==> config.mk <==
export PLATFORM = sky130hd
export DESIGN_NAME = lb_top
export DESIGN_NICKNAME = d
export VERILOG_FILES = /design/src/design/lb_pkg.sv /design/src/design/lb_minmax.sv /design/src/design/lb_wb_ingress.sv /design/src/design/lb_job_fifo.sv /design/src/design/lb_dispatch.sv /design/src/design/lb_top.sv
export VERILOG_INCLUDE_DIRS = /design/src /design/src/design
export SDC_FILE = /design/constraint.sdc
export NUM_CORES = 1
export LEC_CHECK = 0
export ABC_AREA = 1
export BUFFER_PORTS_ARGS = -buffer_cell sky130_fd_sc_hd__buf_2
export CORE_MARGIN = 5
export CORE_UTILIZATION = 50
export CTS_CLUSTER_SIZE = 12
export DETAILED_ROUTE_END_ITERATION = 16
export PLACE_DENSITY = 0.75
export SLEW_MARGIN = 20
export SYNTH_ARGS = -nofsm -noshare
export SYNTH_HDL_FRONTEND = slang
export SYNTH_SLANG_ARGS = --single-unit
==> constraint.sdc <==
create_clock -name clk -period 12.4 [get_ports clk]
set_clock_uncertainty 0.1 [all_clocks]
set_input_delay 2.48 -clock clk [delete_from_list [all_inputs] [get_ports clk]]
set_output_delay 2.48 -clock clk [all_outputs]
set_load 0.02 [all_outputs]
==> src/design/lb_defs.svh <==
//--------------------
// sizing macros for the job load balancer: worker count,
// field widths, job fifo depth and the per-worker load capacity
//--------------------
`ifndef LB_DEFS_SVH
`define LB_DEFS_SVH

// size of the worker pool and the width of an index into it
`define LB_WORKERS 4
`define LB_WORKER_W 2

// widths of the job fields, where a credit amount is as wide as the cost
`define LB_COST_W 8
`define LB_TAG_W 16

// load counters are wider than the cost so that load plus cost never wraps
`define LB_LOAD_W 10
`define LB_CAPACITY 255

// the job fifo level has to hold the value of the depth itself
`define LB_FIFO_DEPTH 8
`define LB_FIFO_LVL_W 4

`endif

==> src/design/lb_pkg.sv <==
//--------------------
// shared types of the load balancer: job, credit return,
// host write word, configuration, dispatch record, address map
//--------------------
`default_nettype none

`include "lb_defs.svh"

package lb_pkg;

  // one unit of work as written by the host
  typedef struct packed {
    logic [`LB_TAG_W-1:0]    tag;
    logic [`LB_COST_W-1:0]   cost;
  } job_t;

  // a credit return is padded so that it lines up with job_t
  typedef struct packed {
    logic [`LB_TAG_W-`LB_WORKER_W-1:0] pad;
    logic [`LB_WORKER_W-1:0]           worker;
    logic [`LB_COST_W-1:0]             amount;
  } credit_t;

  // the low bits of a host write are a job or a credit, the address decides which
  typedef union packed {
    job_t    job;
    credit_t credit;
  } wb_wdata_u;

  // pack_mode 0 spreads jobs, 1 packs them onto the busiest worker that fits
  typedef struct packed {
    logic                    pack_mode;
    logic [`LB_WORKERS-1:0]  online;
  } lb_cfg_t;

  typedef struct packed {
    logic [`LB_WORKER_W-1:0] worker;
    logic [`LB_TAG_W-1:0]    tag;
    logic [`LB_COST_W-1:0]   cost;
  } dispatch_t;

  typedef enum logic [1:0] {
    ADDR_JOB    = 2'd0,
    ADDR_CREDIT = 2'd1,
    ADDR_CFG    = 2'd2,
    ADDR_STATUS = 2'd3
  } wb_addr_e;

endpackage

`default_nettype wire

==> src/design/lb_minmax.sv <==
//--------------------
// combinational selector that picks the smallest or largest
// enabled entry of a packed array and reports its value and index
//--------------------
`timescale 1ns/1ps
`default_nettype none

module lb_minmax #(
  parameter int word_cnt   = 4,
  parameter int word_width = 10,
  parameter int index_w    = (word_cnt > 1) ? $clog2(word_cnt) : 1
) (
  input  logic [word_cnt*word_width-1:0] array,
  input  logic [word_cnt-1:0]            enable,
  input  logic                           min_max,
  output logic                           valid,
  output logic [word_width-1:0]          value,
  output logic [index_w-1:0]             index
);

  // the tree is a full binary heap, node 0 is the root and node n has
  // children 2n+1 and 2n+2, leaves past word_cnt are padding
  localparam int leaf_cnt = 1 << index_w;
  localparam int node_cnt = 2 * leaf_cnt - 1;

  logic [word_width:0] node_val [node_cnt];
  logic [index_w-1:0]  node_idx [node_cnt];

  //--------------------
  // leaves
  //--------------------
  // every entry gets one extra top bit so that a disabled entry loses
  // against any enabled one, for min the bit is set on disabled entries
  // and for max it is set on enabled entries
  for (genvar j = 0; j < leaf_cnt; j++) begin : g_leaf
    if (j < word_cnt) begin : g_entry
      assign node_val[leaf_cnt-1+j] = {enable[j] == min_max, array[j*word_width +: word_width]};
    end else begin : g_pad
      // padding sits at the far end of the order and can only win when nothing is enabled
      assign node_val[leaf_cnt-1+j] = {(word_width+1){~min_max}};
    end
    assign node_idx[leaf_cnt-1+j] = index_w'(j);
  end

  //--------------------
  // comparator tree
  //--------------------
  // the left subtree always holds the lower indices, so a tie keeps the
  // left side for min and moves to the right side for max
  for (genvar n = 0; n < leaf_cnt - 1; n++) begin : g_node
    logic take_right;

    assign take_right = min_max ? (node_val[2*n+2] >= node_val[2*n+1]) :
                                  (node_val[2*n+2] <  node_val[2*n+1]);
    assign node_val[n] = take_right ? node_val[2*n+2] : node_val[2*n+1];
    assign node_idx[n] = take_right ? node_idx[2*n+2] : node_idx[2*n+1];
  end

  // the ordering bit of the root is dropped, only the payload bits leave
  assign value = node_val[0][word_width-1:0];
  assign index = node_idx[0];
  assign valid = |enable;

  // a valid answer must point at an entry that was actually enabled,
  // which depends on the ordering bit and the tie rules working together
  always_comb begin
    a_valid_enabled: assert final (!valid || enable[index])
      else $error("lb_minmax: winner index %0d is not enabled", index);
  end

endmodule

`default_nettype wire

==> src/design/lb_wb_ingress.sv <==
//--------------------
// wishbone classic slave of the load balancer that turns
// host writes into jobs, credits and configuration and
// answers reads with the status word
//--------------------
`timescale 1ns/1ps
`default_nettype none

`include "lb_defs.svh"

module lb_wb_ingress (
  input  logic                      clk,
  input  logic                      reset,
  input  logic                      wb_cyc,
  input  logic                      wb_stb,
  input  logic                      wb_we,
  input  logic [1:0]                wb_adr,
  input  logic [31:0]               wb_dat_w,
  output logic [31:0]               wb_dat_r,
  output logic                      wb_ack,
  input  logic                      fifo_full,
  input  logic [`LB_FIFO_LVL_W-1:0] fifo_level,
  output logic                      job_push,
  output lb_pkg::job_t              job,
  output logic                      credit_valid,
  output lb_pkg::credit_t           credit,
  output lb_pkg::lb_cfg_t           cfg
);
  import lb_pkg::*;

  wb_addr_e   adr;
  wb_wdata_u  wdata;
  logic       req;
  logic       accept;
  logic       wr_job;
  logic       wr_credit;
  logic       wr_cfg;
  logic [31:0] status_word;

  // a new request is one that has not been acknowledged yet, so the
  // cycle that carries ack never starts a second access
  assign req   = wb_cyc && wb_stb && !wb_ack;
  assign adr   = wb_addr_e'(wb_adr);
  assign wdata = wb_wdata_u'(wb_dat_w[$bits(wb_wdata_u)-1:0]);

  // job writes wait here while the fifo has no free slot, every
  // other access completes on the next edge
  assign accept = req && !(wb_we && adr == ADDR_JOB && fifo_full);

  assign wr_job    = accept && wb_we && adr == ADDR_JOB;
  assign wr_credit = accept && wb_we && adr == ADDR_CREDIT;
  assign wr_cfg    = accept && wb_we && adr == ADDR_CFG;

  // the status word carries the fifo level in bits 3:0 and sets bit 4 when the fifo is empty
  assign status_word = {{(31 - `LB_FIFO_LVL_W){1'b0}}, fifo_level == '0, fifo_level};

  //--------------------
  // control
  //--------------------
  // push and credit strobes line up with ack, so the fifo takes the job
  // and the load table takes the credit at the end of the ack cycle
  always_ff @(posedge clk) begin
    if (reset) begin
      wb_ack         <= 1'b0;
      job_push       <= 1'b0;
      credit_valid   <= 1'b0;
      cfg.pack_mode  <= 1'b0;
      cfg.online     <= '1;
    end else begin
      wb_ack       <= accept;
      job_push     <= wr_job;
      credit_valid <= wr_credit;
      if (wr_cfg) begin
        cfg <= lb_cfg_t'(wb_dat_w[$bits(lb_cfg_t)-1:0]);
      end
    end
  end

  //--------------------
  // payload
  //--------------------
  // both views of the write word are captured, only the one whose strobe fires is used
  always_ff @(posedge clk) begin
    if (accept) begin
      job      <= wdata.job;
      credit   <= wdata.credit;
      wb_dat_r <= status_word;
    end
  end

  // ack must only ever answer a live cycle of the host
  a_ack_in_cycle: assert property (@(posedge clk) disable iff (reset)
    wb_ack |-> (wb_cyc && wb_stb))
    else $error("lb_wb_ingress: ack without cyc and stb");

endmodule

`default_nettype wire

==> src/design/lb_job_fifo.sv <==
//--------------------
// synchronous circular buffer of jobs with
// full, empty and level outputs
//--------------------
`timescale 1ns/1ps
`default_nettype none

`include "lb_defs.svh"

module lb_job_fifo (
  input  logic                      clk,
  input  logic                      reset,
  input  logic                      push,
  input  lb_pkg::job_t              push_job,
  input  logic                      pop,
  output lb_pkg::job_t              head,
  output logic                      empty,
  output logic                      full,
  output logic [`LB_FIFO_LVL_W-1:0] level
);
  import lb_pkg::*;

  localparam int ptr_w = $clog2(`LB_FIFO_DEPTH);

  job_t             mem [`LB_FIFO_DEPTH];
  logic [ptr_w-1:0] wr_ptr;
  logic [ptr_w-1:0] rd_ptr;

  //--------------------
  // pointers and level
  //--------------------
  // the pointers wrap explicitly so the depth need not be a power of two
  always_ff @(posedge clk) begin
    if (reset) begin
      wr_ptr <= '0;
      rd_ptr <= '0;
      level  <= '0;
    end else begin
      if (push) begin
        wr_ptr <= (wr_ptr == ptr_w'(`LB_FIFO_DEPTH - 1)) ? '0 : wr_ptr + 1'b1;
      end
      if (pop) begin
        rd_ptr <= (rd_ptr == ptr_w'(`LB_FIFO_DEPTH - 1)) ? '0 : rd_ptr + 1'b1;
      end
      // push and pop together leave the level where it is
      case ({push, pop})
        2'b10:   level <= level + 1'b1;
        2'b01:   level <= level - 1'b1;
        default: level <= level;
      endcase
    end
  end

  //--------------------
  // storage
  //--------------------
  always_ff @(posedge clk) begin
    if (push) begin
      mem[wr_ptr] <= push_job;
    end
  end

  // the head is read straight from the array, a job written on one
  // edge is visible there during the following cycle
  assign head  = mem[rd_ptr];
  assign empty = (level == '0);
  assign full  = (level == `LB_FIFO_LVL_W'(`LB_FIFO_DEPTH));

  // the ingress checks full and the dispatcher checks empty before acting
  a_no_push_full: assert property (@(posedge clk) disable iff (reset)
    push |-> !full)
    else $error("lb_job_fifo: push while full");

  a_no_pop_empty: assert property (@(posedge clk) disable iff (reset)
    pop |-> !empty)
    else $error("lb_job_fifo: pop while empty");

endmodule

`default_nettype wire

==> src/design/lb_dispatch.sv <==
//--------------------
// per-worker load table, eligibility of the head
// job, worker selection and the registered dispatch output
//--------------------
`timescale 1ns/1ps
`default_nettype none

`include "lb_defs.svh"

module lb_dispatch (
  input  logic               clk,
  input  logic               reset,
  input  lb_pkg::job_t       head,
  input  logic               empty,
  output logic               pop,
  input  lb_pkg::lb_cfg_t    cfg,
  input  logic               credit_valid,
  input  lb_pkg::credit_t    credit,
  output logic               out_valid,
  input  logic               out_ready,
  output lb_pkg::dispatch_t  out
);
  import lb_pkg::*;

  logic [`LB_LOAD_W-1:0]             load [`LB_WORKERS];
  logic [`LB_WORKERS*`LB_LOAD_W-1:0] load_vec;
  logic [`LB_WORKERS-1:0]            eligible;
  logic                              sel_valid;
  logic [`LB_LOAD_W-1:0]             sel_value;
  logic [`LB_WORKER_W-1:0]           sel_index;
  logic                              stage_free;

  //--------------------
  // load table
  //--------------------
  for (genvar i = 0; i < `LB_WORKERS; i++) begin : g_worker
    logic [`LB_LOAD_W:0]   room_sum;
    logic [`LB_LOAD_W-1:0] after_pop;
    logic [`LB_LOAD_W-1:0] after_credit;

    // one spare bit keeps load plus cost from wrapping before the compare
    assign room_sum    = load[i] + head.cost;
    assign eligible[i] = cfg.online[i] && (room_sum <= `LB_CAPACITY);
    assign load_vec[i*`LB_LOAD_W +: `LB_LOAD_W] = load[i];

    // the selector already returns the chosen load, so the new value is built from it
    assign after_pop = (pop && sel_index == i) ? sel_value + head.cost : load[i];

    // when a pop and a credit hit the same worker on one edge the cost
    // goes on first and the credit comes off after, never below zero
    assign after_credit = !(credit_valid && credit.worker == i) ? after_pop :
                          (after_pop > credit.amount) ? after_pop - credit.amount : '0;

    always_ff @(posedge clk) begin
      if (reset) begin
        load[i] <= '0;
      end else begin
        load[i] <= after_credit;
      end
    end

    // eligibility in front of the selector is what keeps every load in range
    a_load_cap: assert property (@(posedge clk) disable iff (reset)
      load[i] <= `LB_CAPACITY)
      else $error("lb_dispatch: worker %0d load %0d over capacity", i, load[i]);
  end

  //--------------------
  // selection
  //--------------------
  // spread mode wants the smallest load, pack mode the largest that still fits
  lb_minmax #(
    .word_cnt   (`LB_WORKERS),
    .word_width (`LB_LOAD_W)
  ) i_minmax (
    .array   (load_vec),
    .enable  (eligible),
    .min_max (cfg.pack_mode),
    .valid   (sel_valid),
    .value   (sel_value),
    .index   (sel_index)
  );

  // the output register can take a new job when it is empty or being drained now
  assign stage_free = !out_valid || out_ready;
  assign pop        = !empty && sel_valid && stage_free;

  //--------------------
  // output stage
  //--------------------
  always_ff @(posedge clk) begin
    if (reset) begin
      out_valid <= 1'b0;
    end else if (pop) begin
      out_valid <= 1'b1;
    end else if (out_ready) begin
      out_valid <= 1'b0;
    end
  end

  // the payload only moves on a pop, so it holds while ready is low
  always_ff @(posedge clk) begin
    if (pop) begin
      out.worker <= sel_index;
      out.tag    <= head.tag;
      out.cost   <= head.cost;
    end
  end

endmodule

`default_nettype wire

==> src/design/lb_top.sv <==
//--------------------
// job load balancer top level, a wishbone ingress feeding a
// job fifo that the dispatcher drains onto the dispatch port
//--------------------
`timescale 1ns/1ps
`default_nettype none

`include "lb_defs.svh"

module lb_top (
  input  logic               clk,
  input  logic               reset,
  // host side, wishbone classic
  input  logic               wb_cyc,
  input  logic               wb_stb,
  input  logic               wb_we,
  input  logic [1:0]         wb_adr,
  input  logic [31:0]        wb_dat_w,
  output logic [31:0]        wb_dat_r,
  output logic               wb_ack,
  // dispatch stream
  output logic               out_valid,
  input  logic               out_ready,
  output lb_pkg::dispatch_t  out
);
  import lb_pkg::*;

  job_t                      push_job;
  job_t                      head;
  credit_t                   credit;
  lb_cfg_t                   cfg;
  logic                      job_push;
  logic                      job_pop;
  logic                      credit_valid;
  logic                      fifo_full;
  logic                      fifo_empty;
  logic [`LB_FIFO_LVL_W-1:0] fifo_level;

  // producer of jobs, credits and configuration
  lb_wb_ingress i_ingress (
    .clk          (clk),
    .reset        (reset),
    .wb_cyc       (wb_cyc),
    .wb_stb       (wb_stb),
    .wb_we        (wb_we),
    .wb_adr       (wb_adr),
    .wb_dat_w     (wb_dat_w),
    .wb_dat_r     (wb_dat_r),
    .wb_ack       (wb_ack),
    .fifo_full    (fifo_full),
    .fifo_level   (fifo_level),
    .job_push     (job_push),
    .job          (push_job),
    .credit_valid (credit_valid),
    .credit       (credit),
    .cfg          (cfg)
  );

  lb_job_fifo i_fifo (
    .clk      (clk),
    .reset    (reset),
    .push     (job_push),
    .push_job (push_job),
    .pop      (job_pop),
    .head     (head),
    .empty    (fifo_empty),
    .full     (fifo_full),
    .level    (fifo_level)
  );

  // consumer that assigns the head job to a worker
  lb_dispatch i_dispatch (
    .clk          (clk),
    .reset        (reset),
    .head         (head),
    .empty        (fifo_empty),
    .pop          (job_pop),
    .cfg          (cfg),
    .credit_valid (credit_valid),
    .credit       (credit),
    .out_valid    (out_valid),
    .out_ready    (out_ready),
    .out          (out)
  );

endmodule

`default_nettype wire

==> impl_metrics.ini <==
[outcome]
status = complete, no violations

[setup_path]
cpPeakStageDelay_ns = 0.82
critPathArrivalTime_ns = 11.57
path_class = flip-flop to flip-flop
critPathMaxFanout = 62
crit_path_start_kind = flip-flop
endpoint_kind = flip-flop
cp.required_ns = 12.64
path_delay_family = compound AO/OA/AOI/OAI gates
path_buf_inv = 7
r2r-end = i_dispatch.load[1][3]
crit_slowest_cell = dfxtp_2
endpoint = i_dispatch.load[1][3]
reg2reg_depth = 49
reg2reg_setup_slack_ns = 1.07
path_depth = 49
cp_common_cell = o21ai_0

[yosys]
synth_async_sr_flop_share_pct = 0
synth.distinct_cells = 49
yosys_warnings = 0
ys.flop_type = edfxtp_1
ys_seq_elements = 309
synth_cells = 1752
synth.most_common_cell = nand2_1
synth.avg_cell_area_sq_um = 9.33
synth_edf_count = 247
synth-seq-area-share_pct = 53.0
synth_common_cells = 313 x nand2_1, 260 x nor2_1, 247 x edfxtp_1, 189 x o21ai_0, 139 x inv_1
synth_top_area_share_pct = 45.4
yosysTopAreaCell = edfxtp_1
syn_area_sq_um = 16300
synthTopCellsByArea = edfxtp_1 45%, ha_1 8.5%, dfxtp_1 7.6%, nand2_1 7.2%, nor2_1 6.0%

[job]
cap_violations = 0

[sta]
fin_crit_sh_pct = 91.4
hold_violations = 0
fin_crit_ns = 11.33
drv_slew = 0
worstMarginPinSlew_ns = 1.01
fin_setup_tns_ns = 0
relSlewSlack_pct = 32.3
setup_viol_count_final = 0
layout_setup_ws_ns = 1.07
rsz0062_at_grt = false
timing.fmax_mhz = 88.3

[placed_design]
hpwl_um = 28200
globalplace.congestion = 1.02
port_buffers = 64
pre_cts_ws_ns = 1.45

[global_routing]
grt_usage_pct = 22.7
grt_pass1_wl_um = 64800
grt_max_degree = 63
antenna_found_initial = 0
gr-total-overflow = 0
grt_pass1_vias = 12500

[clock_network]
cts_tree = built
postCtsSetupBuffers = 0
cts_resized = 0
clkLatencyLatePin_ns = 0.53
cts.sinks = 309
cts-root-buf = clkbuf_16
htreeDepth = 2
clkTransAtPathRegs_ns = 0.06
postCtsHoldBufs = 0
cts-buffers-inserted = 35
clock_path_buffers = 3

[layout]
drive_above_1_share_pct = 10.3
antenna_cells = 0
post-route-util_pct = 56.0
fillCellCount = 2788
nets = 1983
area_delta_synth_final_pct = 11.0

[routing]
dr_total_vias = 12700
viasPerCell = 5.55
antenna_left = 0
wire_per_inst_um = 18.3
dr.pass1.iters = 7
met3WireLength_um = 3080
drc = 0
drt_iter0_drc = 990
route.met2.wl_um = 19800
highest_layer = met4
wl_met1_um = 16900
wirelength_um = 41800

[worst_hold_path]
min_path_type = flip-flop to flip-flop

[die]
ios = 100
dieArea_sq_um = 36400
core_sq_um = 32400
row_count = 66
die_width_um = 191
die_h_um = 191
initial_core_util_pct = 50.5
-- worst min path at each step --
| stage | startpoint | endpoint | slack [ns] | depth (start not counted) |
|---|---|---|---|---|
| detailed placement | i_fifo.level[0] | i_ingress.wb_dat_r[0] | 0.33 | 0 |
| floorplan | i_fifo.level[0] | i_ingress.wb_dat_r[0] | 0.31 | 0 |
| finish | i_fifo.level[0] | i_ingress.wb_dat_r[0] | 0.34 | 0 |
| CTS | i_fifo.level[0] | i_ingress.wb_dat_r[0] | 0.34 | 0 |
| global placement | i_fifo.level[0] | i_ingress.wb_dat_r[0] | 0.32 | 0 |
| global route | i_fifo.level[3] | i_ingress.wb_dat_r[3] | 0.37 | 0 |
-- through the flow --
stage          std cells  hold WS (ns)  cell area, sq um
2_1_floorplan       1778         0.308             16400
3_3_place_gp        2227         0.321             17100
3_5_place_dp        2227         0.326             17100
4_1_cts             2286         0.338             18100
5_1_grt             2286         0.374             18100
6_report            2286         0.336             18100
-- flip-flops by register name (all words and copies together), names as in the netlist, named ones only --
signal                  flops
i_fifo.mem                192
i_dispatch.load            40
i_ingress.credit_valid      1
i_ingress.wb_ack            1
i_ingress.cfg               5
i_fifo.level                4
i_dispatch.out             26
i_ingress.wb_dat_r          5
i_fifo.wr_ptr               3
i_ingress.credit            1
i_fifo.rd_ptr               3
i_ingress.job_push          1
i_dispatch.out_valid        1
i_ingress.job              23
-- metal layers --
layer / global-route usage, % / vias to the layer above
li1: - / 6104
met1: 28.7 / 5919
met2: 38.2 / 521
met3: 3.61 / 137
met4: 10.9 / 0
met5: 0 / -
-- layout make-up --
cell class                 instances  area (sq um)  share of cell area [%]
tap                              442           553                    3.05
inverter                         144           541                    2.98
timing repair buffer              91           523                    2.88
multi-input combinational       1241          6820                    37.6
sequential                       309          8660                    47.7
clock buffer                      45           933                    5.14
clock inverter                    14           113                   0.621
-- worst register-to-register path: cells and delay by family (launching register included) --
kind,cells,cell delay [ns]
compound gates,18,3.65
xor+xnor,2,0.57
simple gates,16,2.27
buf+inv,7,1.85
fa+ha+maj,6,1.92
flops,1,0.82
-- logic make-up (layout without fill, tap and decap cells) --
| group | count (synthesis) | in the layout | synth area share [%] |
|---|---|---|---|
| buf+inv | 228 | 294 | 5.98 |
| simple gates | 712 | 712 | 18.2 |
| other cells | 1 | 27 | 0.0230 |
| mux | 1 | 1 | 0.0613 |
| compound gates | 361 | 361 | 12.0 |
| fa+ha+maj | 121 | 121 | 9.73 |
| flops | 309 | 309 | 53.0 |
| xor+xnor | 19 | 19 | 1.02 |
-- cells in the final DEF (no fill, tap or decap), types with 3 or more instances in the layout --
cell	n
clkinv_2	4
clkbuf_16	35
nand3_2	3
a211oi_1	7
fa_1	10
inv_2	4
conb_1	27
edfxtp_1	247
clkinv_1	7
nor4_1	6
and2_1	7
o21ai_0	189
xnor2_1	8
clkbuf_1	8
ha_1	111
or2_2	4
inv_1	137
dfxtp_1	61
a21oi_1	91
nand2_1	313
o21bai_1	4
o22ai_1	25
nand4_1	10
nor2_1	252
nand3_1	61
xor2_1	11
nor2_2	16
a31oi_1	25
nand2_2	14
buf_2	64
nor3_1	14
or2_1	4
o21ai_2	4
buf_4	27
a21o_1	5
Power is left out: the tool's default activity adds up to more than one toggle a clock period on the data nets, which glitch-free logic cannot reach.
